===== src/hdl/cachePkg.sv =====
// Shared sizes, address split helpers and payload types for the 2-way data cache; use by scoped names
package cachePkg;

    // Core bus widths
    localparam int addrWidth = 32;
    localparam int wordWidth = 64;

    // Line geometry, 8 words of 8 bytes
    localparam int wordsPerLine = 8;
    localparam int offsetBits = 6;
    localparam int wordByteBits = $clog2(wordWidth / 8);
    localparam int wordSelBits = $clog2(wordsPerLine);

    // 16 sets per way
    localparam int indexBits = 4;
    localparam int numSets = 1 << indexBits;

    // Whatever is left above index and offset
    localparam int tagBits = addrWidth - indexBits - offsetBits;

    typedef logic [addrWidth-1:0] addrT;
    typedef logic [wordWidth-1:0] wordT;
    // Word 0 sits in the low bits
    typedef logic [wordsPerLine*wordWidth-1:0] lineT;
    typedef logic [tagBits-1:0] tagT;
    typedef logic [indexBits-1:0] indexT;
    typedef logic [wordSelBits-1:0] wordSelT;

    // Upper address bits kept in the tag arrays
    function automatic tagT addrTag(addrT addr);
        return addr[addrWidth-1 -: tagBits];
    endfunction

    // Set selected by an address
    function automatic indexT addrIndex(addrT addr);
        return addr[offsetBits +: indexBits];
    endfunction

    // Word position inside the line, byte bits dropped
    function automatic wordSelT addrWordSel(addrT addr);
        return addr[wordByteBits +: wordSelBits];
    endfunction

    // Start of the line, used for fill requests
    function automatic addrT lineAddr(addrT addr);
        return {addr[addrWidth-1:offsetBits], {offsetBits{1'b0}}};
    endfunction

endpackage


===== src/hdl/setStateTable.sv =====
// Per-set valid bits and most-recently-used way; picks the victim for a fill, cleared by reset
`timescale 1ns/10ps

module setStateTable (
    input  logic            rwArbiterCacheBus,
    input  logic            rstN,
    input  cachePkg::indexT lookupIndex,
    output logic [1:0]      validWays,
    output logic            victimWay,
    input  logic            fillDone,
    input  logic            fillWay,
    input  logic            touch,
    input  logic            touchWay
);

    // Valid bit of each way, one bit per set
    logic [cachePkg::numSets-1:0] validWay0;
    logic [cachePkg::numSets-1:0] validWay1;

    // Way used last in each set, 1 means way 1
    logic [cachePkg::numSets-1:0] mruWay;

    // Updates always apply to the set being looked up
    always_ff @(posedge rwArbiterCacheBus or negedge rstN) begin
        if (!rstN) begin
            validWay0 <= '0;
            validWay1 <= '0;
            mruWay <= '0;
        end else begin
            // Line and tag are in place, way becomes valid
            if (fillDone) begin
                if (fillWay) begin
                    validWay1[lookupIndex] <= 1'b1;
                end else begin
                    validWay0[lookupIndex] <= 1'b1;
                end
            end
            // End of a request
            if (touch) begin
                mruWay[lookupIndex] <= touchWay;
            end
        end
    end

    // Combinational read of the current set
    assign validWays = {validWay1[lookupIndex], validWay0[lookupIndex]};

    // Free way first, way 0 before way 1
    // With both valid, evict the one not used last
    always_comb begin
        if (!validWay0[lookupIndex]) begin
            victimWay = 1'b0;
        end else if (!validWay1[lookupIndex]) begin
            victimWay = 1'b1;
        end else begin
            victimWay = ~mruWay[lookupIndex];
        end
    end

endmodule


===== config.mk =====
export PLATFORM = sky130hd
export DESIGN_NAME = setStateTable
export DESIGN_NICKNAME = d
export VERILOG_FILES = /design/src/hdl/cachePkg.sv /design/src/hdl/setStateTable.sv
export SDC_FILE = /design/constraint.sdc
export NUM_CORES = 1
export LEC_CHECK = 0
export BUFFER_PORTS_ARGS = -buffer_cell sky130_fd_sc_hd__buf_2
export CELL_PAD_IN_SITES_DETAIL_PLACEMENT = 1
export CELL_PAD_IN_SITES_GLOBAL_PLACEMENT = 2
export CORE_MARGIN = 2
export CORE_UTILIZATION = 25
export CTS_CLUSTER_SIZE = 28
export DETAILED_ROUTE_END_ITERATION = 16
export PLACE_DENSITY = 0.5
export SYNTH_ARGS = -nofsm -noshare
export SYNTH_HDL_FRONTEND = slang
export SYNTH_SLANG_ARGS = --single-unit

===== constraint.sdc =====
create_clock -name rwArbiterCacheBus -period 5.8 [get_ports rwArbiterCacheBus]
set_clock_uncertainty 0.2 [all_clocks]
set_input_delay 1.45 -clock rwArbiterCacheBus [delete_from_list [all_inputs] [get_ports rwArbiterCacheBus]]
set_output_delay 1.45 -clock rwArbiterCacheBus [all_outputs]
set_load 0.01 [all_outputs]

Word-level counts from Yosys, hierarchy flattened
Cells that the tools add are included.

word-level totals
  flip-flop bits (word level) = 48
  bits of input ports = 10

operators by class
  multiplexer cells = 11
  magnitude comparators = 2
  reductions and logical operators = 3
  bitwise logic cells = 4

operators with widths
  cell                                                        number
  bitwise OR 16 bit                                           2
  bitwise mux 16 bit                                          1
  binary-select mux 1 bit (select 4 bit)                      3
  2-to-1 mux 1 bit                                            6
  less-than comparator 4 x 5 -> 1 bit, second input constant  1
  demux 1 bit (select 4 bit)                                  1
  >= comparator 4 x 1 -> 1 bit, second input constant         1
  AND reduction 2 bit                                         2
  NOT 1 bit                                                   2
  logical AND 1 bit                                           1

Logic depth before layout (Yosys ltp)
  word-level depth = 5
  gate-level depth with buffers = 6
  gate-level depth less buffers = 4

Least setup slack after synthesis
OpenSTA, ideal clock, no wires.

  path type = input -> output
  start point = input lookupIndex[0]
  end point = output victimWay
  buffers on the path = 1
  arrival = 2.752 ns
  path slack = 1.398 ns
  cell stages on the path = 4
  cells stage by stage = buf_6 mux4_2 mux4_2 a21boi_1

RTL lines
  what                                    line                 source
  from (decl)                             setStateTable.sv:7   input cachePkg::indexT lookupIndex,
  binary-select mux 1 bit (select 4 bit)  n/a
  2-to-1 mux 1 bit                        n/a
  net validWays[0]                        setStateTable.sv:8   output logic [1:0] validWays,
  2-to-1 mux 1 bit                        setStateTable.sv:51  if (!validWay0[lookupIndex]) begin
  to (decl)                               setStateTable.sv:9   output logic victimWay,

The timed path passes the listed nets, and every way through them passes these cells. The select of a mux whose other input is x is not followed.

Worst setup path after layout
  start point = input lookupIndex[0]
  end point = output victimWay

between the ends
  cells in the longest elaborated chain, start to end = 5

ends and longest elaborated chain
  what                                    line                 source
  binary-select mux 1 bit (select 4 bit)  setStateTable.sv:56  victimWay = ~mruWay[lookupIndex];
  2-to-1 mux 1 bit (implied by the code)  setStateTable.sv:56
  NOT 1 bit                               setStateTable.sv:56
  2-to-1 mux 1 bit                        setStateTable.sv:53  end else if (!validWay1[lookupIndex]) begin
  2-to-1 mux 1 bit (*)                    setStateTable.sv:51

Every way passes the cells marked *; elsewhere a longest branch is shown, timed or not. The select of a mux whose other input is x is not followed.

==> results.py <==
metrics = {
    "run_status": {
        "status": "finished clean",
    },
    "synthesis": {
        "synth-seq-cells": 48,
        "synth.most_common_cell": "dfrtp_1",
        "synth.area.top_cells": "dfrtp_1, mux4_1, mux2_2",
        "synthArstFlopShare": 1.000,
        "synth_top_cell_area_share": 0.5295,
        "synth_edf_count": 0,
        "yosys.cell_types.count": 24,
        "netlist_area_sq_mm": 0.002268,
        "synth_top_area_cell": "dfrtp_1",
        "synthesis.nets": 181,
        "ys_top_cells_by_count": "dfrtp_1, o21bai_1, mux2_2, nor2_1, a21o_1",
        "ys_seq_area_frac": 0.5295,
        "yosysWarnings": 0,
        "synth_cells": 171,
        "synth_flop_cell": "dfrtp_1",
        "syn_area_per_cell_sq_um": 13.27,
    },
    "sta": {
        "timing.setup.tns_ns": 0,
        "fmax_ghz": 0.2031,
        "drv_slew": 0,
        "relSlewSlack": 0.2520,
        "rsz0062_at_grt": "false",
        "finalHoldViolCount": 0,
        "worstMarginPinSlew_ns": 1.122,
        "finalSetupViolCount": 0,
        "layout_min_cycle_time_ns": 4.923,
        "min_period_over_period": 0.8487,
    },
    "floorplanning": {
        "dieHeight_um": 99.26,
        "io_pins": 13,
        "core_sq_mm": 0.008763,
        "rows": 34,
        "die_w_um": 99.26,
        "die-area_sq_mm": 0.009852,
        "initial_core_util": 0.2589,
    },
    "critical_path": {
        "path_class": "primary input to output port",
        "critPathMaxFanout": 22,
        "cp-start-kind": "primary input",
        "setup.worst_path.end_class": "output port",
        "required_ns": 4.15,
        "critPathArrivalTime_ns": 3.27,
    },
    "placed_design": {
        "io_buffer_count": 12,
        "dp_hpwl_um": 4177,
        "gp_congestion": 0.7704,
        "place_area_sq_mm": 0.002411,
    },
    "clock_tree": {
        "cts_made_buffers": 5,
        "cts_buffer_depth": 2,
        "clkLatencyLatePin_ns": 0.30,
        "cts.clk_slew.worst_paths_ns": 0.10,
        "htreeDepth": 2,
        "cts_setup_buffers": 0,
        "tritoncts": "done",
        "cts.sinks": 48,
        "clockRootBuffer": "clkbuf_8",
        "ctsHoldBuffers": 0,
        "cts_resized": 0,
    },
    "global_route": {
        "grt_max_degree": 49,
        "grt_overflow": 0,
        "grt_pass1_vias": 1665,
        "grt_first_pass_wirelength_um": 9777,
        "grt_usage": 0.1285,
        "antenna_found_initial": 0,
    },
    "drt": {
        "wl_per_cell_um": 20.39,
        "vias_per_cell": 4.931,
        "drtIter0Drc": 38,
        "routed_wirelength_um": 5872,
        "ant_nets": 0,
        "drc_errors": 0,
        "first_pass_iters": 4,
        "vias": 1420,
    },
    "pwr": {
        "leakage_uw": 0.001076,
        "p_total_uw": 917.9,
        "power_density_mw_per_mm2": 360.2,
        "vdd.ir_drop.worst_uv": 115.9,
    },
    "cells_and_area": {
        "syn_to_final_growth_pct": 12.35,
        "nFillCells": 958,
        "fin_nets": 189,
        "final_core_util": 0.2908,
        "num_antenna_cells": 0,
        "drive_gt1_frac": 0.2278,
        "final_area_sq_mm": 0.002549,
    },
    "min_path": {
        "hp-class": "flip-flop to flip-flop",
    },
    "job": {
        "drv_cap": 0,
    },
}
[worst max-delay path, stage by stage]
cell,delay (ns)
buf_2,0.42
mux4_1,0.62
mux4_2,0.49
a21boi_1,0.15
buf_2,0.14
[per-stage QoR]
stage | worst slack (ns) | hold WS, ns | instances
2_1_floorplan | 1.398 | 0.2196 | 171
3_3_place_gp | 0.8650 | 0.2446 | 280
3_5_place_dp | 0.8565 | 0.2398 | 280
4_1_cts | 0.8554 | 0.2698 | 288
5_1_grt | 0.7742 | 0.2941 | 288
6_report | 0.8773 | 0.2638 | 288
[cells in the final DEF, fill, tap and decap left out]
cell and n:
a21boi_1 1, a21o_1 12, a22oi_1 4, a31o_2 1, a41o_1 1, and2_1 1, buf_2 12, bufinv_16 2
clkbuf_8 5, dfrtp_1 48, inv_6 1, mux2_2 16, mux4_1 11, mux4_2 2, nand2_1 7, nand2b_1 4
nand3_1 9, nand4_1 1, nor2_1 16, nor2b_1 4, nor3_1 1, nor3b_1 1, o21bai_1 18, or2_2 2
[worst paths after layout]
check | startpoint | endpoint | slack [ns] | cells past startpoint
min in group asynchronous | rstN | validWay1[4] | 1.15 | 1
hold reg to reg | validWay0[5] | validWay0[5] | 0.26 | 1
setup reg to reg | mruWay[11] | mruWay[11] | 4.83 | 1
max in group asynchronous | rstN | mruWay[10] | 3.56 | 1
setup / recovery | lookupIndex[0] | victimWay | 0.88 | 5
hold / removal | validWay0[5] | validWay0[5] | 0.26 | 1
[layout make-up]
type,instances,area [sq um],share of cell area
multi-input cells,112,1015,0.3981
clock inverters,3,68.82,0.02700
well taps,108,135.1,0.05302
repair buffers,12,60.06,0.02356
clock buffers,5,68.82,0.02700
flip-flops and latches,48,1201,0.4713
[logic make-up after synthesis]
kind of cell,count (synthesis),synth area share
AO/OA/AOI/OAI,37,0.1241
buffers and inverters,11,0.02317
flip-flops,48,0.5295
multiplexers,29,0.2267
AND/OR/NAND/NOR,46,0.09653
[registers in the layout, summed over array words and instances (netlist names)]
signal     cells
validWay1     16
mruWay        16
validWay0     16
[report_power, final]
group / switching (uW) / internal, uW / total [uW]
Combinational: 72.6 / 96.1 / 169
Clock: 124 / 174 / 297
Sequential: 42.5 / 409 / 452
Total: 239 / 679 / 918
[per-layer routing]
layer | part of all wire | vias up | GRT usage
li1 | - | 648 | -
met1 | 0.50 | 743 | 0.1854
met2 | 0.46 | 25 | 0.1970
met3 | 0.031 | 4 | 0.02741
met4 | 0.011 | 0 | 0.03372
met5 | 0 | - | 0
No activity file was read; power rests on OpenSTA's default activity.
