**src/hdl/cachePkg.sv**
```systemverilog
// Shared sizes, address split helpers and payload types for the 2-way data cache; use by scoped names
package cachePkg;

    // Core bus widths
    localparam int addrWidth = 32;
    localparam int wordWidth = 64;

    // Line geometry, 8 words of 8 bytes
    localparam int wordsPerLine = 8;
    localparam int offsetBits = 6;
    localparam int wordByteBits = $clog2(wordWidth / 8);
    localparam int wordSelBits = $clog2(wordsPerLine);

    // 16 sets per way
    localparam int indexBits = 4;
    localparam int numSets = 1 << indexBits;

    // Whatever is left above index and offset
    localparam int tagBits = addrWidth - indexBits - offsetBits;

    typedef logic [addrWidth-1:0] addrT;
    typedef logic [wordWidth-1:0] wordT;
    // Word 0 sits in the low bits
    typedef logic [wordsPerLine*wordWidth-1:0] lineT;
    typedef logic [tagBits-1:0] tagT;
    typedef logic [indexBits-1:0] indexT;
    typedef logic [wordSelBits-1:0] wordSelT;

    // Upper address bits kept in the tag arrays
    function automatic tagT addrTag(addrT addr);
        return addr[addrWidth-1 -: tagBits];
    endfunction

    // Set selected by an address
    function automatic indexT addrIndex(addrT addr);
        return addr[offsetBits +: indexBits];
    endfunction

    // Word position inside the line, byte bits dropped
    function automatic wordSelT addrWordSel(addrT addr);
        return addr[wordByteBits +: wordSelBits];
    endfunction

    // Start of the line, used for fill requests
    function automatic addrT lineAddr(addrT addr);
        return {addr[addrWidth-1:offsetBits], {offsetBits{1'b0}}};
    endfunction

endpackage

```
**src/hdl/syncRam.sv**
```systemverilog
// Single read, single write synchronous array of one entry per set; holds tags or lines by type
`timescale 1ns/10ps

module syncRam #(
    // Payload stored per set
    parameter type payloadT = cachePkg::wordT
) (
    input  logic            rwArbiterCacheBus,
    input  cachePkg::indexT readIndex,
    output payloadT         readData,
    input  cachePkg::indexT writeIndex,
    input  payloadT         writeData,
    input  logic            writeEn
);

    // One entry per set
    payloadT mem [cachePkg::numSets];

    // Write port
    always_ff @(posedge rwArbiterCacheBus) begin
        if (writeEn) begin
            mem[writeIndex] <= writeData;
        end
    end

    // Registered read, data one cycle after the index
    // Same-index write in the same cycle returns the old entry
    always_ff @(posedge rwArbiterCacheBus) begin
        readData <= mem[readIndex];
    end

endmodule

```
**config.mk**
```make
export PLATFORM = sky130hd
export DESIGN_NAME = syncRam
export DESIGN_NICKNAME = d
export VERILOG_FILES = /design/src/hdl/cachePkg.sv /design/src/hdl/syncRam.sv
export SDC_FILE = /design/constraint.sdc
export NUM_CORES = 1
export LEC_CHECK = 0
export BUFFER_PORTS_ARGS = -buffer_cell sky130_fd_sc_hd__buf_2
export CAP_MARGIN = 20
export CORE_MARGIN = 5
export CORE_UTILIZATION = 60
export CTS_CLUSTER_DIAMETER = 150
export DETAILED_ROUTE_END_ITERATION = 6
export HOLD_SLACK_MARGIN = 0.06
export PLACE_DENSITY_LB_ADDON = 0.15
export SYNTH_ARGS = -nofsm -noshare
export SYNTH_HDL_FRONTEND = slang
export SYNTH_SLANG_ARGS = --single-unit
```
**constraint.sdc**
```tcl
create_clock -name rwArbiterCacheBus -period 8.2 [get_ports rwArbiterCacheBus]
set_input_delay 0.82 -clock rwArbiterCacheBus [delete_from_list [all_inputs] [get_ports rwArbiterCacheBus]]
set_output_delay 0.82 -clock rwArbiterCacheBus [all_outputs]
set_load 0.03 [all_outputs]
```
### Word-level counts from Yosys, hierarchy flattened

Memory sizes are Yosys's and may differ from the RTL's. A register that Yosys moved wholly into a read port is not among the register bits.
Index checks and enable logic that the tools add are counted.

| cells by class | value |
|---|---|
| multiplexer cells | 2 |

Operators by type and width:

| operator | number |
|---|---|
| two-way mux 1 bit | 2 |

| storage, ports and cells | value |
|---|---|
| flip-flop bits (word level) | 0 |
| output and inout port bits | 64 |
| memory bits (writable) | 1024 |
| memories | 1 |

Memories:

| name | words | width | rd ports | clocked after memory_dff | wr ports | line | source |
|---|---|---|---|---|---|---|---|
| mem | 16 | 64 | 1 | 1 | 1 | syncRam.sv:17 | `payloadT mem [cachePkg::numSets];` |

### Depth between registers and ports, before layout

Gate-level depths: netlist (run 1).

| depth | value |
|---|---|
| depth in word-level cells | 2 |
| depth in mapped cells | 6 |
| gate-level depth less buffers | 3 |

### Worst setup path after synthesis (run 1)

Ideal clock, no wire load.

| timing | value |
|---|---|
| path kind | input port to flip-flop |
| from | input writeIndex[2] |
| to | memory mem[0][0] (netlist name) (enable) |
| cell stages on the path | 2 |
| buffers on the path | 0 |
| data arrival time | 5.683 ns |
| path slack | 1.951 ns |
| cell sequence | or3b_2 -> nor3_1 |

RTL lines:

| what | line | source |
|---|---|---|
| from (decl) | syncRam.sv:11 | `input cachePkg::indexT writeIndex,` |
| to (decl) | syncRam.sv:17 |  |

Straight into the memory's write port.

### Worst setup path after layout (run 1)

| timing | value |
|---|---|
| from | input writeIndex[2] |
| to | memory mem[1][11] (netlist name) (enable) |

Straight into the memory's write port.

==> results_dict.tcl, run 1 <==
set metrics [dict create \
    route.antenna.remaining_nets 0 \
    grt_antenna_before_repair 11 \
    async_reset_ff_share_pct 0 \
    hpwl_um 38400 \
    syn_area_sq_um 39600 \
    grt_max_degree 142 \
    cts_setup_buffers 0 \
    clkTransAtPathRegs_ps 60 \
    crit_chain "buf_2 > or3b_2 > nor2_4 > buf_4" \
    avgRoutedWirePerCell_um 29.6 \
    synthTopCellsByArea "edfxtp_1, mux4_2, dfxtp_1" \
    crit_type "input port to register" \
    htreeDepth 3 \
    fp.dieW_um 267 \
    drc 0 \
    ys_seq_area_share_pct 80.9 \
    track_usage_pct 23.8 \
    crit_fanout 40 \
    synthDistinctLibCells 18 \
    hp-start "writeData[14]" \
    grt_setup_unrepaired "false" \
    port_buffers 137 \
    synth_edf_count 1024 \
    rows 94 \
    grt_pass1_wl_um 123000 \
    cts_buffer_depth 3 \
    cts-root-buf "clkbuf_16" \
    ios 138 \
    drt-total-wl_um 82900 \
    setup_viol 0 \
    required_ps 8470 \
    rr_startpoint "mem[11][7]$_DFFE_PP_" \
    p_leak_nw 14.4 \
    worst_setup_path_start_kind "input port" \
    skew_ps 11.7 \
    cts.sinks 1088 \
    cp-end-kind "register" \
    crit_family "simple AND/OR/NAND/NOR gates" \
    dr.pass1.iters 5 \
    viasPerCell 6.35 \
    vias 17800 \
    fin_crit_sh_pct 35.4 \
    ys_seq_elements 1088 \
    grt_pass1_vias 18700 \
    cts_resized 0 \
    worst_pin_slew_ps 1160 \
    cts_buffers 105 \
    postCtsHoldBufs 0 \
    fin_util_pct 68.2 \
    fillers 4075 \
    drtIter0Drc 1645 \
    core_area_sq_um 65600 \
    cp-startpoint "writeIndex[2]" \
    hp-class "input port to register" \
    drv_cap 0 \
    clkLatencyLatePin_ps 640 \
    hold_viol_final 0 \
    setup_tns_ps 0 \
    syn_inst 1647 \
    ys.flop_type "edfxtp_1" \
    synthesis.nets 1721 \
    crit_arrival_ps 3170 \
    die_area_sq_um 71200 \
    p_per_area_nw_per_um2 257 \
    yosysTopAreaCell "edfxtp_1" \
    fmax_ghz 0.345 \
    gr-total-overflow 0 \
    slew_headroom_pct 23.0 \
    synth_top_area_share_pct 77.7 \
    slowest_stage "nor2_4" \
    areaGrowthSynthToFinish_pct 13.0 \
    final_nets 1917 \
    path_buf_inv 2 \
    cts_tree "done" \
    yosysWarningCount 0 \
    ir_drop_uv 198 \
    place.gp.congestion 0.699 \
    slew_violations 0 \
    outcome "finished, final reports clean" \
    start_util_pct 60.3 \
    max_stage_delay_ps 800 \
    drive_gt1_share_pct 31.2 \
    die_y_um 267 \
    finalCriticalPeriod_ps 2900 \
    avgSynthCellArea_sq_um 24.0 \
]
[stage by stage]
stage          instances  power [mW]  setup WS, ps  instance area (sq um)  hold WS, ps
3_3_place_gp        2600        6.95          4620                  41400          648
2_1_floorplan       1647        6.74          1950                  39600          635
6_report            2803        11.5          5300                  44700          541
5_1_grt             2799        11.9          5220                  44700          530
4_1_cts             2798        11.6          5280                  44700          505
3_5_place_dp        2600        6.97          4580                  41400          653
[metal layers]
| metal | vias to the layer above | share of wire [%] | global-route usage [%] |
|---|---|---|---|
| li1 | 7450 | - | - |
| met1 | 9570 | 39 | 33.0 |
| met2 | 679 | 52 | 40.9 |
| met3 | 110 | 6.8 | 3.83 |
| met4 | 4 | 1.9 | 5.40 |
| met5 | - | 0.025 | 0 |
[worst register-to-register path, stage by stage (launching register included)]
cell and delay [ps]:
edfxtp_1 370, mux4_2 480, a22oi_1 240, nand2_1 120
[flip-flops by register name, indices dropped and copies added (netlist names)]
name      count
readData     64
mem        1024
[final cells by class]
cell class	instances	area, sq um	area share, %
Tap cell	864	1080	2.42
Clock buffer	142	2920	6.53
Multi-Input combinational cell	475	7230	16.2
Sequential cell	1088	32000	71.6
Antenna cell	5	12.5	0.0280
Timing Repair Buffer	173	1010	2.27
Clock inverter	56	450	1.01
[kinds of logic (layout without fill, tap and decap cells)]
family	Yosys count	in the layout	share of synthesized area (%)
and+or+nand+nor	91	91	0.942
buffers and inverters	84	371	1.14
other	0	5	0
DFF	1088	1088	80.9
muxes	256	256	14.6
AOI/OAI and AO/OA	128	128	2.43
[path summary, 6_finish.rpt]
path	slack, ps	to	depth (start not counted)
setup reg to reg	6860	readData[7]$_DFF_P_	3
hold / removal	540	mem[13][14]$_DFFE_PP_	1
setup / recovery	5300	mem[1][11]$_DFFE_PP_	4
hold reg to reg	660	readData[24]$_DFF_P_	3
[cells in the final DEF (no fill, tap or decap), drive strengths merged]
master,n
edfxtp,1024
mux4,256
buf,173
clkbuf,142
a22oi,128
nand2,65
dfxtp,64
clkinv,43
nor2,13
bufinv,7
diode,5
nor3,4
clkinvlp,4
nor2b,2
nand3b,2
nand2b,2
inv,2
and2,1
nand3,1
or3b,1
[cell usage after synthesis, types with 4 or more instances]
cell type,instances
nor2_1,13
mux4_2,256
buf_6,13
a22oi_1,128
edfxtp_1,1024
buf_1,16
nand2_1,65
buf_4,6
nor3_1,4
dfxtp_1,64
clkbuf_1,36
buf_2,13
[power breakdown]
part           leakage [nW]  internal [mW]  switching (mW)
Combinational          2.97          0.215           0.370
Clock                  1.66           2.71            1.95
Sequential             9.79           6.22          0.0414
Total                  14.4           9.14            2.36
Note: power is estimated with default switching activity, not from simulation.
==> inputs of run 2 (changes only) <==
clock period = 2.85 ns   (was 8.2 ns; I/O delays follow)
==> results_dict.tcl, run 2 (same netlist as run 1, synthesis figures left out) <==
set metrics [dict create \
    slowest_stage "dfxtp_1" \
    crit_chain "buf_2" \
    largestRegisters "mem: 1024 flops, readData: 64 flops" \
    p_per_area_nw_per_um2 737 \
    skew_ps 13.6 \
    ios 138 \
    crit_arrival_ps 1350 \
    crit_fanout 1 \
    required_ps 2570 \
    start_util_pct 60.3 \
    clkLatencyLatePin_ps 660 \
    vias 18200 \
    cts.sinks 1088 \
    final_area_sq_um 46100 \
    drtIter0Drc 1936 \
    total_power_mw 34.0 \
    grt_max_degree 65 \
    outcome "finished, final reports clean" \
    worstReg2RegEnd "readData[41]$_DFF_P_" \
    hold_depth 4 \
    slew_headroom_pct 59.4 \
    final_cell_mix "edfxtp_1, mux4_2, buf_2" \
    drc 0 \
    drt-total-wl_um 83600 \
    ir_drop_uv 596 \
    grt_antenna_before_repair 5 \
    r2r_slack_ps 1440 \
    largest-register "mem" \
    max_stage_delay_ps 450 \
    fin_crit_sh_pct 57.4 \
    core_area_sq_um 65600 \
    place_ws_ps 718 \
    port_buffers 137 \
    cts_buffers 105 \
    placed_cells 2621 \
    grt_pass1_wl_um 126000 \
    route.antenna.remaining_nets 0 \
    place.gp.congestion 0.713 \
    p_leak_nw 15.0 \
    avgRoutedWirePerCell_um 29.0 \
    clkTransAtPathRegs_ps 60 \
    hp-start "readIndex[1]" \
    dr.pass1.iters 5 \
    rr_startpoint "mem[8][41]$_DFFE_PP_" \
    reg2reg_depth 3 \
    die_area_sq_um 71200 \
    final_nets 2002 \
    hpwl_um 41600 \
    finalCriticalPeriod_ps 1640 \
    worst_pin_slew_ps 607 \
    final_common_cell "edfxtp_1" \
    path_buf_inv 1 \
    cts_resized 0 \
    instances_no_fill 2884 \
    cts_tree "done" \
    areaGrowthSynthToFinish_pct 16.5 \
    slew_violations 0 \
    setup_viol 0 \
    fmax_ghz 0.611 \
    viasPerCell 6.32 \
    crit_family "flip-flops" \
    cts_setup_buffers 0 \
    largest_reg_flops 1024 \
    drv_cap 0 \
    rows 94 \
    cts_buffer_depth 3 \
    setup_slack_ps 1210 \
    drive_gt1_share_pct 30.9 \
    track_usage_pct 24.1 \
    grt_pass1_vias 19200 \
    crit_type "register to output pin" \
    grt_setup_unrepaired "false" \
    cts-root-buf "clkbuf_16" \
    gr-total-overflow 0 \
    hp-class "input port to register" \
    fp.dieW_um 267 \
    die_y_um 267 \
    hold_viol_final 0 \
    setup_tns_ps 0 \
    whs_endpoint "readData[5]$_DFF_P_" \
    dpl-instance-area_sq_um 41900 \
    htreeDepth 3 \
    cp-end-kind "output pin" \
    worst_setup_path_start_kind "register" \
]
-- run 2: changes by cell type in the layout (fill, tap and decap cells not counted), moves of 8 or more --
| cell | previous run | this run |
|---|---|---|
| dlygate4sd3_1 | 0 | 64 |
| buf_12 | 3 | 33 |
| clkinv_2 | 25 | 13 |
| buf_4 | 33 | 24 |
| bufinv_16 | 7 | 15 |
-- run 2: how the worst max path moves through the flow --
stage / startpoint / to / depth (start not counted)
floorplan: writeIndex[2] / mem[10][0]$_DFFE_PP_ / 2
global placement: writeIndex[2] / mem[0][24]$_DFFE_PP_ / 4
detailed placement: writeIndex[2] / mem[0][26]$_DFFE_PP_ / 4
CTS: readData[15]$_DFF_P_ / readData[15] / 1
global route: readData[15]$_DFF_P_ / readData[15] / 1
finish: readData[15]$_DFF_P_ / readData[15] / 1
-- run 2: metal layers --
layer,vias to the layer above,GRT usage [%],part of all wire [%]
met2,698,39.0,50
met5,-,0,0.042
met1,9811,35.8,40
li1,7629,-,-
met4,6,5.20,1.4
met3,88,4.14,7.8
-- run 2: stage by stage --
stage	hold slack, ps	util [%]
final	259	70.3
after global routing	276	70.3
after CTS	214	70.3
after detailed placement	653	63.9
after global placement	645	63.9
after floorplan	384	-
-- run 2: where the power goes --
group / switching (mW) / internal [mW] / leakage, nW
registers: 0.120 / 17.9 / 9.79
clock network: 5.65 / 8.51 / 1.72
logic: 1.11 / 0.722 / 3.46
-- run 2: final cells by class --
class / instances / area [sq um]
multi-input combinational: 475 / 7260
clock inverter: 49 / 628
antenna: 2 / 5.00
tap: 864 / 1080
clock buffer: 148 / 2930
sequential: 1088 / 32000
timing repair buffer: 258 / 2190
fill: 3859 / 19500
-- run 2: timing repair --
item                                   in CTS  in global routing
setup endpoints to repair                   0                  0
hold buffers                               64                  0
endpoints found under the hold margin    1024                  0
