**config.mk**
```make
export PLATFORM = sky130hd
export DESIGN_NAME = lineFillBuffer
export DESIGN_NICKNAME = d
export VERILOG_FILES = /design/src/hdl/cachePkg.sv /design/src/hdl/lineFillBuffer.sv
export SDC_FILE = /design/constraint.sdc
export NUM_CORES = 1
export LEC_CHECK = 0
export BUFFER_PORTS_ARGS = -buffer_cell sky130_fd_sc_hd__buf_2
export CORE_AREA = 5 5 647 649
export DETAILED_ROUTE_END_ITERATION = 12
export DIE_AREA = 0 0 652 654
export PLACE_DENSITY_LB_ADDON = 0.25
export SYNTH_ARGS = -nofsm -noshare
export SYNTH_HDL_FRONTEND = slang
export SYNTH_SLANG_ARGS = --single-unit
```
**constraint.sdc**
```tcl
create_clock -name rwArbiterCacheBus -period 9.6 [get_ports rwArbiterCacheBus]
set_input_delay 0.48 -clock rwArbiterCacheBus [delete_from_list [all_inputs] [get_ports rwArbiterCacheBus]]
set_output_delay 0.48 -clock rwArbiterCacheBus [all_outputs]
set_load 0.005 [all_outputs]
```
**src/hdl/cachePkg.sv**
```systemverilog
// Shared sizes, address split helpers and payload types for the 2-way data cache; use by scoped names
package cachePkg;

    // Core bus widths
    localparam int addrWidth = 32;
    localparam int wordWidth = 64;

    // Line geometry, 8 words of 8 bytes
    localparam int wordsPerLine = 8;
    localparam int offsetBits = 6;
    localparam int wordByteBits = $clog2(wordWidth / 8);
    localparam int wordSelBits = $clog2(wordsPerLine);

    // 16 sets per way
    localparam int indexBits = 4;
    localparam int numSets = 1 << indexBits;

    // Whatever is left above index and offset
    localparam int tagBits = addrWidth - indexBits - offsetBits;

    typedef logic [addrWidth-1:0] addrT;
    typedef logic [wordWidth-1:0] wordT;
    // Word 0 sits in the low bits
    typedef logic [wordsPerLine*wordWidth-1:0] lineT;
    typedef logic [tagBits-1:0] tagT;
    typedef logic [indexBits-1:0] indexT;
    typedef logic [wordSelBits-1:0] wordSelT;

    // Upper address bits kept in the tag arrays
    function automatic tagT addrTag(addrT addr);
        return addr[addrWidth-1 -: tagBits];
    endfunction

    // Set selected by an address
    function automatic indexT addrIndex(addrT addr);
        return addr[offsetBits +: indexBits];
    endfunction

    // Word position inside the line, byte bits dropped
    function automatic wordSelT addrWordSel(addrT addr);
        return addr[wordByteBits +: wordSelBits];
    endfunction

    // Start of the line, used for fill requests
    function automatic addrT lineAddr(addrT addr);
        return {addr[addrWidth-1:offsetBits], {offsetBits{1'b0}}};
    endfunction

endpackage

```
**src/hdl/lineFillBuffer.sv**
```systemverilog
// Assembles the eight memory beats of a line fill and merges a store word into a line
`timescale 1ns/10ps

module lineFillBuffer (
    input  logic              rwArbiterCacheBus,
    input  logic              rstN,
    input  logic              beatValid,
    input  cachePkg::wordT    beatData,
    input  logic              fillStart,
    output cachePkg::lineT    lineOut,
    input  cachePkg::lineT    baseLine,
    input  cachePkg::wordSelT mergeSel,
    input  cachePkg::wordT    mergeWord,
    output cachePkg::lineT    mergedLine
);

    // Next word slot to fill
    cachePkg::wordSelT beatCount;

    // Line under construction
    cachePkg::lineT lineReg;

    // Beat position, back to word 0 for each new fill
    always_ff @(posedge rwArbiterCacheBus or negedge rstN) begin
        if (!rstN) begin
            beatCount <= '0;
        end else if (fillStart) begin
            beatCount <= '0;
        end else if (beatValid) begin
            beatCount <= beatCount + 1'b1;
        end
    end

    // Beats arrive in word order
    always_ff @(posedge rwArbiterCacheBus) begin
        if (beatValid) begin
            lineReg[beatCount*cachePkg::wordWidth +: cachePkg::wordWidth] <= beatData;
        end
    end

    assign lineOut = lineReg;

    // Store merge, all other words pass unchanged
    always_comb begin
        mergedLine = baseLine;
        mergedLine[mergeSel*cachePkg::wordWidth +: cachePkg::wordWidth] = mergeWord;
    end

endmodule

```
After elaboration in Yosys (flattened, before gate mapping)

Index checks and enable logic that the tools add are counted.

Bits in registers: 515
Bits in latches: 0
RAM bits: 0
Bits in read-only memories: 0
Input bits: 647
Output and inout bits: 1024
Logic and storage cells: 14
Memories: 0

Add/subtract/negate cells: 3
Multiply operators: 0
Div/mod/pow operators: 0
Magnitude comparators: 0
Equal/unequal tests: 0
Shift operators: 4
Muxes and demuxes: 4
Bitwise operators: 0
Reduce and logical (&&, ||, !) cells: 1

Operators with widths:

| kind                                                                      | count |
|---|---|
| 512-bit bitwise mux                                                       | 2 |
| 64-bit by 34-bit variable shift with 512-bit output, first input constant | 2 |
| 64-bit by 34-bit indexed part select with 512-bit output                  | 2 |
| 9-bit negation with 34-bit output                                         | 2 |
| 3-bit two-way mux                                                         | 2 |
| 3-bit by 1-bit adder with 3-bit output, second input constant             | 1 |
| 2-bit nonzero test                                                        | 1 |

Depth between registers and ports, before layout

Gate-level depths: netlist of run 1.

Depth in word-level cells: 3
Gate-level depth with buffers: 11

Least setup slack after synthesis of run 1

OpenSTA, ideal clock, no wires.

Path type: flip-flop to flip-flop
Start point: register, netlist name beatCount[0]
End point: register lineReg[320], in the netlist lineOut[320] (enable)
Arrival: 4.826 ns
Data required time: 9.114 ns
Setup slack: 4.288 ns
Stages on the path, launching flop included: 11
Path through: dfrtp_1 > buf_2 > buf_1 > inv_1 > ha_1 > ha_1 > nand2b_1 > nand2b_1 > buf_2 > buf_2 > nor2_1

RTL lines:

| element                        | RTL line             | text |
|---|---|---|
| end signal: indexed assignment | lineFillBuffer.sv:37 | `lineReg[beatCount*cachePkg::wordWidth +: cachePkg::wordWidth] <= beatData;` |
| end: declaration               | lineFillBuffer.sv:21 | `cachePkg::lineT lineReg;` |

Worst setup path after layout of run 1

Start point: input mergeSel[0]
End point: output mergedLine[350]

Longest elaborated chain between the ends: 3
Elaborated cells between the ends (all ways): 4

RTL lines:

| element                                                                                                                         | RTL line             | text |
|---|---|---|
| start: declaration                                                                                                              | lineFillBuffer.sv:12 | `input cachePkg::wordSelT mergeSel,` |
| 9-bit negation with 34-bit output (*)                                                                                           | lineFillBuffer.sv:46 | `mergedLine[mergeSel*cachePkg::wordWidth +: cachePkg::wordWidth] = mergeWord;` |
| 64-bit by 34-bit indexed part select with 512-bit output or 64-bit by 34-bit variable shift with 512-bit output (tied branches) | lineFillBuffer.sv:46 |  |
| 512-bit bitwise mux (*)                                                                                                         | lineFillBuffer.sv:46 |  |
| end: declaration                                                                                                                | lineFillBuffer.sv:14 | `output cachePkg::lineT mergedLine` |

Every way passes the cells marked *; elsewhere a longest branch is shown, timed or not.

==> results of run 1 <==
area by class of cell:
cell class	count	area (um2)	area share, %
well taps	5474	6850	16.0
flip-flops and latches	515	15500	36.0
repair buffers	1753	9220	21.5
clock inverters	29	333	0.776
diodes	161	403	0.939
multi-input cells	1526	9260	21.6
clock buffers	65	1370	3.20
inverters	6	22.5	0.0525
critical path: stages:
cell,delay (ps)
buf_4,350
inv_1,180
ha_1,270
ha_1,450
nand4bb_4,660
buf_4,480
buf_4,390
o21ai_0,1090
buf_2,370
worst max path at each step:
stage	endpoint	slack [ps]	depth (start not counted)
floorplan	lineOut[320]$_DFFE_PP_	4290	10
global placement	mergedLine[496]	3540	8
detailed placement	mergedLine[350]	4200	9
CTS	mergedLine[350]	4190	9
global route	mergedLine[376]	4220	9
finish	mergedLine[350]	4300	9
flip-flops by register name (all words and copies together), names as in the netlist:
name and count:
lineOut 512, beatCount 3
cell families (layout without fill, tap and decap cells):
logic type / Yosys count / after routing / share of synthesized area [%]
simple gates: 1002 / 1002 / 18.6
flops: 515 / 515 / 61.1
compound gates: 258 / 258 / 5.28
mux: 257 / 257 / 11.4
buf+inv: 163 / 1853 / 3.16
fa+ha+maj: 7 / 7 / 0.346
xor+xnor: 2 / 2 / 0.0693
other cells: 0 / 161 / 0
power by group through the flow:
stage / clock network (mW) / registers, mW / logic (mW)
after global routing: 2.29 / 2.51 / 1.53
after global placement: 0 / 2.55 / 1.52
after detailed placement: 0 / 2.55 / 1.54
after CTS: 2.22 / 2.50 / 1.55
final: 2.12 / 2.50 / 1.46
after floorplan: 0 / 2.55 / 0.401
placed cells by master (no fill, tap or decap), drive strengths merged, types with 8 or more instances in the layout:
master  instances
nand2         389
and2          321
nor2          269
clkbuf         65
o31ai           9
edfxtp        512
mux2          256
clkinv         20
buf          1751
o21ai         247
inv             8
diode         161
routing by layer:
| layer | wire length [um] | global-route usage, % | up-vias |
|---|---|---|---|
| li1 | - | - | 11100 |
| met1 | 91200 | 11.9 | 13000 |
| met4 | 22600 | 8.64 | 220 |
| met3 | 26600 | 5.00 | 709 |
| met5 | 1440 | 0 | - |
| met2 | 196000 | 31.3 | 1555 |
stage by stage:
step	area, um2	instances	util, %
2_1_floorplan	25300	2204	-
3_3_place_gp	40300	9246	9.78
6_report	42900	9529	10.4
4_1_cts	42500	9368	10.3
3_5_place_dp	40800	9272	9.90
5_1_grt	42800	9476	10.4
==> flow_summary.json, run 1 <==
{
  "outcome": "finished, violations left",
  "violations": "capacitance limit, slew limit",
  "cts_resized": 0,
  "synth_ff_type": "edfxtp_1",
  "setup_viol": 0,
  "hold_path.class": "in2reg",
  "cp.arrival_ps": 4820,
  "coreArea_um2": 412000,
  "p_int_mw": 4.06,
  "yosysUniqueCellTypes": 38,
  "dr_total_vias": 26700,
  "drive_above_1_share_pct": 52.9,
  "ioPinCount": 1671,
  "p_per_area_nw_per_um2": 142,
  "start_util_pct": 6.14,
  "slew_viol_final": 2,
  "yosysTopAreaCell": "edfxtp_1",
  "fin_nets": 4508,
  "ys_seq_elements": 515,
  "grt_max_degree": 67,
  "antenna_found_initial": 292,
  "period_needed_ps": 5300,
  "crit_start": "mergeSel[0]",
  "leakagePower_nw": 15.8,
  "cts_tree": "yes",
  "maxCapViolations": 1,
  "syn_to_final_growth_pct": 69.6,
  "combPwrFrac_pct": 24.0,
  "place_congestion": 0.982,
  "drc_errors": 0,
  "final.setup.tns_ps": 0,
  "post-place-ws_ps": 4200,
  "port_buffers": 1670,
  "synth_common_cells": "edfxtp_1 (512), nand2_1 (389), and2_1 (321)",
  "ctsHoldBuffers": 2,
  "synth_edf_count": 512,
  "min_from": "beatData[34]",
  "syn_nets": 2858,
  "worstRegToRegCells": 9,
  "max_freq_ghz": 0.189,
  "htreeDepth": 2,
  "hpwl_um": 297000,
  "r2r-end": "lineOut[367]$_DFFE_PP_",
  "numCtsBuffers": 52,
  "reg2reg_from": "beatCount[0]$_DFFE_PN0P_",
  "hold-path-cell-count": 2,
  "final.period_utilization_pct": 55.2,
  "routed_via_density": 2.80,
  "synthesis.area_um2": 25300,
  "fill_cells": 47900,
  "worst_setup_path_start_kind": "primary input",
  "rsz0062_at_grt": "no",
  "dr.pass1.iters": 5,
  "routedWlPerCell_um": 35.5,
  "p_seq_share_pct": 41.1,
  "timing.slew.headroom_pct": -5.54,
  "clock_sinks": 515,
  "fin_ws_ps": 4300,
  "hold_violations": 0,
  "cts_root_buf": "clkbuf_16",
  "max_slew.worst_pin.slew_ps": 1570,
  "synth_top_area_share_pct": 60.8,
  "ant_nets": 0,
  "hold_slack_ps": 227,
  "synth_most_common_cell": "edfxtp_1",
  "drtIter0Drc": 1953,
  "yosysWarnings": 0,
  "ys_seq_area_share_pct": 61.1,
  "drt_wl_total_um": 338000,
  "insertion_delay_ps": 640,
  "clockBufferDepth": 3,
  "finClkSkew_ps": 27.5,
  "whs_endpoint": "lineOut[418]$_DFFE_PP_",
  "cts_setup_buffers": 0,
  "die_h_um": 654,
  "p_clk_share_pct": 34.9,
  "syn_inst": 2204,
  "syn_area_per_cell_um2": 11.5,
  "r2r_slack_ps": 5510,
  "cp-end-kind": "output pin",
  "power_switching_mw": 2.02,
  "chipWidth_um": 652,
  "clk_pin_slew_ps": 70,
  "async_flop_share_pct": 0.583,
  "path_max_fanout": 66,
  "worstPathRequired_ps": 9120,
  "crit_type": "in2out",
  "grt_pass1_wl_um": 399000,
  "grt_remaining_overflow": 0,
  "grtUsageTotal_pct": 15.1,
  "synthTopCellsByArea": "edfxtp_1 (61%), mux2_2 (8.5%), and2_1 (7.9%)",
  "irDropWorstVdd_mv": 0.122,
  "power_mw": 6.09,
  "die_area_um2": 426000,
  "grt_pass1_vias": 27100,
  "switching_share_pct": 33.2,
  "rows": 236
}
(Power assumes the default switching activity.)
==> run 2: changes to the inputs <==
--- a/config.mk
+++ b/config.mk
@@ -6,9 +6,9 @@
 export NUM_CORES = 1
 export LEC_CHECK = 0
 export BUFFER_PORTS_ARGS = -buffer_cell sky130_fd_sc_hd__buf_2
-export CORE_AREA = 5 5 647 649
+export CORE_AREA = 5 5 650 652
 export DETAILED_ROUTE_END_ITERATION = 12
-export DIE_AREA = 0 0 652 654
+export DIE_AREA = 0 0 655 657
 export PLACE_DENSITY_LB_ADDON = 0.25
 export SYNTH_ARGS = -nofsm -noshare
 export SYNTH_HDL_FRONTEND = slang
==> constraint.sdc (replaced) <==
create_clock -name rwArbiterCacheBus -period 5.4 [get_ports rwArbiterCacheBus]
set_input_delay 0.27 -clock rwArbiterCacheBus [delete_from_list [all_inputs] [get_ports rwArbiterCacheBus]]
set_output_delay 0.27 -clock rwArbiterCacheBus [all_outputs]
set_load 0.005 [all_outputs]
==> run 2 against run 1 <==
Against the previous run: the flow now finishes without violations; wire length rose by 1.6%; die area up 0.92%; utilization is 0.077 points lower; sequential share of layout area down 0.064 points; design area up 0.18%; critical path type unchanged; largest power group unchanged.
==> flow_summary.json, run 2 (same netlist as run 1, synthesis figures left out) <==
{
  "stdcell_area_um2": 43000,
  "drt_wl_total_um": 343000,
  "drtIter0Drc": 2126,
  "grt_pass1_vias": 27400,
  "fin_ws_ps": 1300,
  "place_congestion": 1.01,
  "clockBufferDepth": 3,
  "final_util_pct": 10.3,
  "grt_remaining_overflow": 0,
  "fin_nets": 4513,
  "ioPinCount": 1671,
  "hold_path.class": "in2reg",
  "min_from": "beatData[1]",
  "period_needed_ps": 4100,
  "placed_cell_area_um2": 40900,
  "die_h_um": 657,
  "max_slew.worst_pin.slew_ps": 1200,
  "clk_pin_slew_ps": 70,
  "p_per_area_nw_per_um2": 253,
  "timing.slew.headroom_pct": 19.4,
  "insertion_delay_ps": 660,
  "leakagePower_nw": 15.8,
  "reg2reg_from": "beatCount[0]$_DFFE_PN0P_",
  "cp-end-kind": "output pin",
  "placedCellCount": 9296,
  "hold_slack_ps": 57.4,
  "final_common_cell": "buf_2",
  "power_mw": 10.9,
  "dr_total_vias": 27100,
  "max_freq_ghz": 0.244,
  "worst_setup_path_start_kind": "primary input",
  "rows": 237,
  "ant_nets": 0,
  "start_util_pct": 6.08,
  "finClkSkew_ps": 41.7,
  "final.setup.tns_ps": 0,
  "final.period_utilization_pct": 76.0,
  "path_max_fanout": 55,
  "grt_pass1_wl_um": 407000,
  "hold-path-cell-count": 2,
  "antenna_found_initial": 264,
  "grtUsageTotal_pct": 15.2,
  "rsz0062_at_grt": "no",
  "hold_violations": 0,
  "coreArea_um2": 416000,
  "syn_to_final_growth_pct": 69.9,
  "crit_type": "in2out",
  "routed_via_density": 2.83,
  "hpwl_um": 303000,
  "setup_viol": 0,
  "port_buffers": 1670,
  "drive_above_1_share_pct": 52.9,
  "r2r-end": "lineOut[111]$_DFFE_PP_",
  "grt_max_degree": 77,
  "htreeDepth": 2,
  "routedWlPerCell_um": 35.9,
  "drc_errors": 0,
  "worstRegToRegCells": 4,
  "cts_setup_buffers": 0,
  "cts_root_buf": "clkbuf_16",
  "die_area_um2": 430000,
  "chipWidth_um": 655,
  "largest_reg_flops": 512,
  "dr.pass1.iters": 6,
  "stdcell_count": 9556,
  "cts_tree": "yes",
  "cp.arrival_ps": 3830,
  "cts_resized": 0,
  "worstPathRequired_ps": 5130,
  "numCtsBuffers": 52,
  "post-place-ws_ps": 981,
  "clock_sinks": 515,
  "final_cell_mix": "buf_2 (1669), edfxtp_1 (512), nand2_1 (387), and2_1 (320), nor2_1 (261)",
  "maxCapViolations": 0,
  "whs_endpoint": "lineOut[1]$_DFFE_PP_",
  "outcome": "finished, final reports clean",
  "r2r_slack_ps": 1850,
  "slew_viol_final": 0,
  "irDropWorstVdd_mv": 0.258,
  "ctsHoldBuffers": 6
}
run 2: changes by cell type in the layout (fill, tap and decap cells not counted), moves of 2 or more:
| cell | delta |
|---|---|
| buf_12 | +6 |
| buf_6 | -6 |
| buf_8 | +5 |
| clkinv_2 | +5 |
| diode_2 | -5 |
| dlygate4sd3_1 | +4 |
| buf_16 | -3 |
| bufinv_16 | -2 |
| o21ai_1 | -2 |
| o21ai_2 | +2 |
run 2: worst max-delay path: stages:
cell and delay (ps):
buf_4 210, inv_1 150, ha_1 260, ha_1 450
or4b_4 920, buf_12 390, o21ai_2 830, buf_2 260
run 2: power breakdown:
part	internal, mW	total (mW)	switching, mW	leakage (nW)
Clock	2.00	3.74	1.75	0.819
Combinational	0.738	2.71	1.97	10.7
Sequential	4.43	4.45	0.0183	4.31
Total	7.16	10.9	3.73	15.8
run 2: layer usage:
layer	share of wire, %	vias to the layer above	global-route usage [%]
met5	0.45	-	0
met4	5.7	238	7.38
met3	7.8	622	4.91
met2	58	1566	31.2
met1	29	13500	12.6
li1	-	11100	-
run 2: layout make-up:
class	instances	area (um2)
sequential	515	15500
clock buffer	65	1390
multi-input combinational	1526	9260
fill	48300	373000
tap	5497	6880
timing repair buffer	1758	9300
antenna	156	390
inverter	6	22.5
clock inverter	33	287
run 2: how the worst max path moves through the flow:
stage | start | end
after floorplan | beatCount[0]$_DFFE_PN0P_ | lineOut[320]$_DFFE_PP_
after global placement | mergeSel[0] | mergedLine[475]
after detailed placement | mergeSel[0] | mergedLine[509]
after CTS | mergeSel[0] | mergedLine[509]
after global routing | mergeSel[0] | mergedLine[509]
final | mergeSel[0] | mergedLine[455]
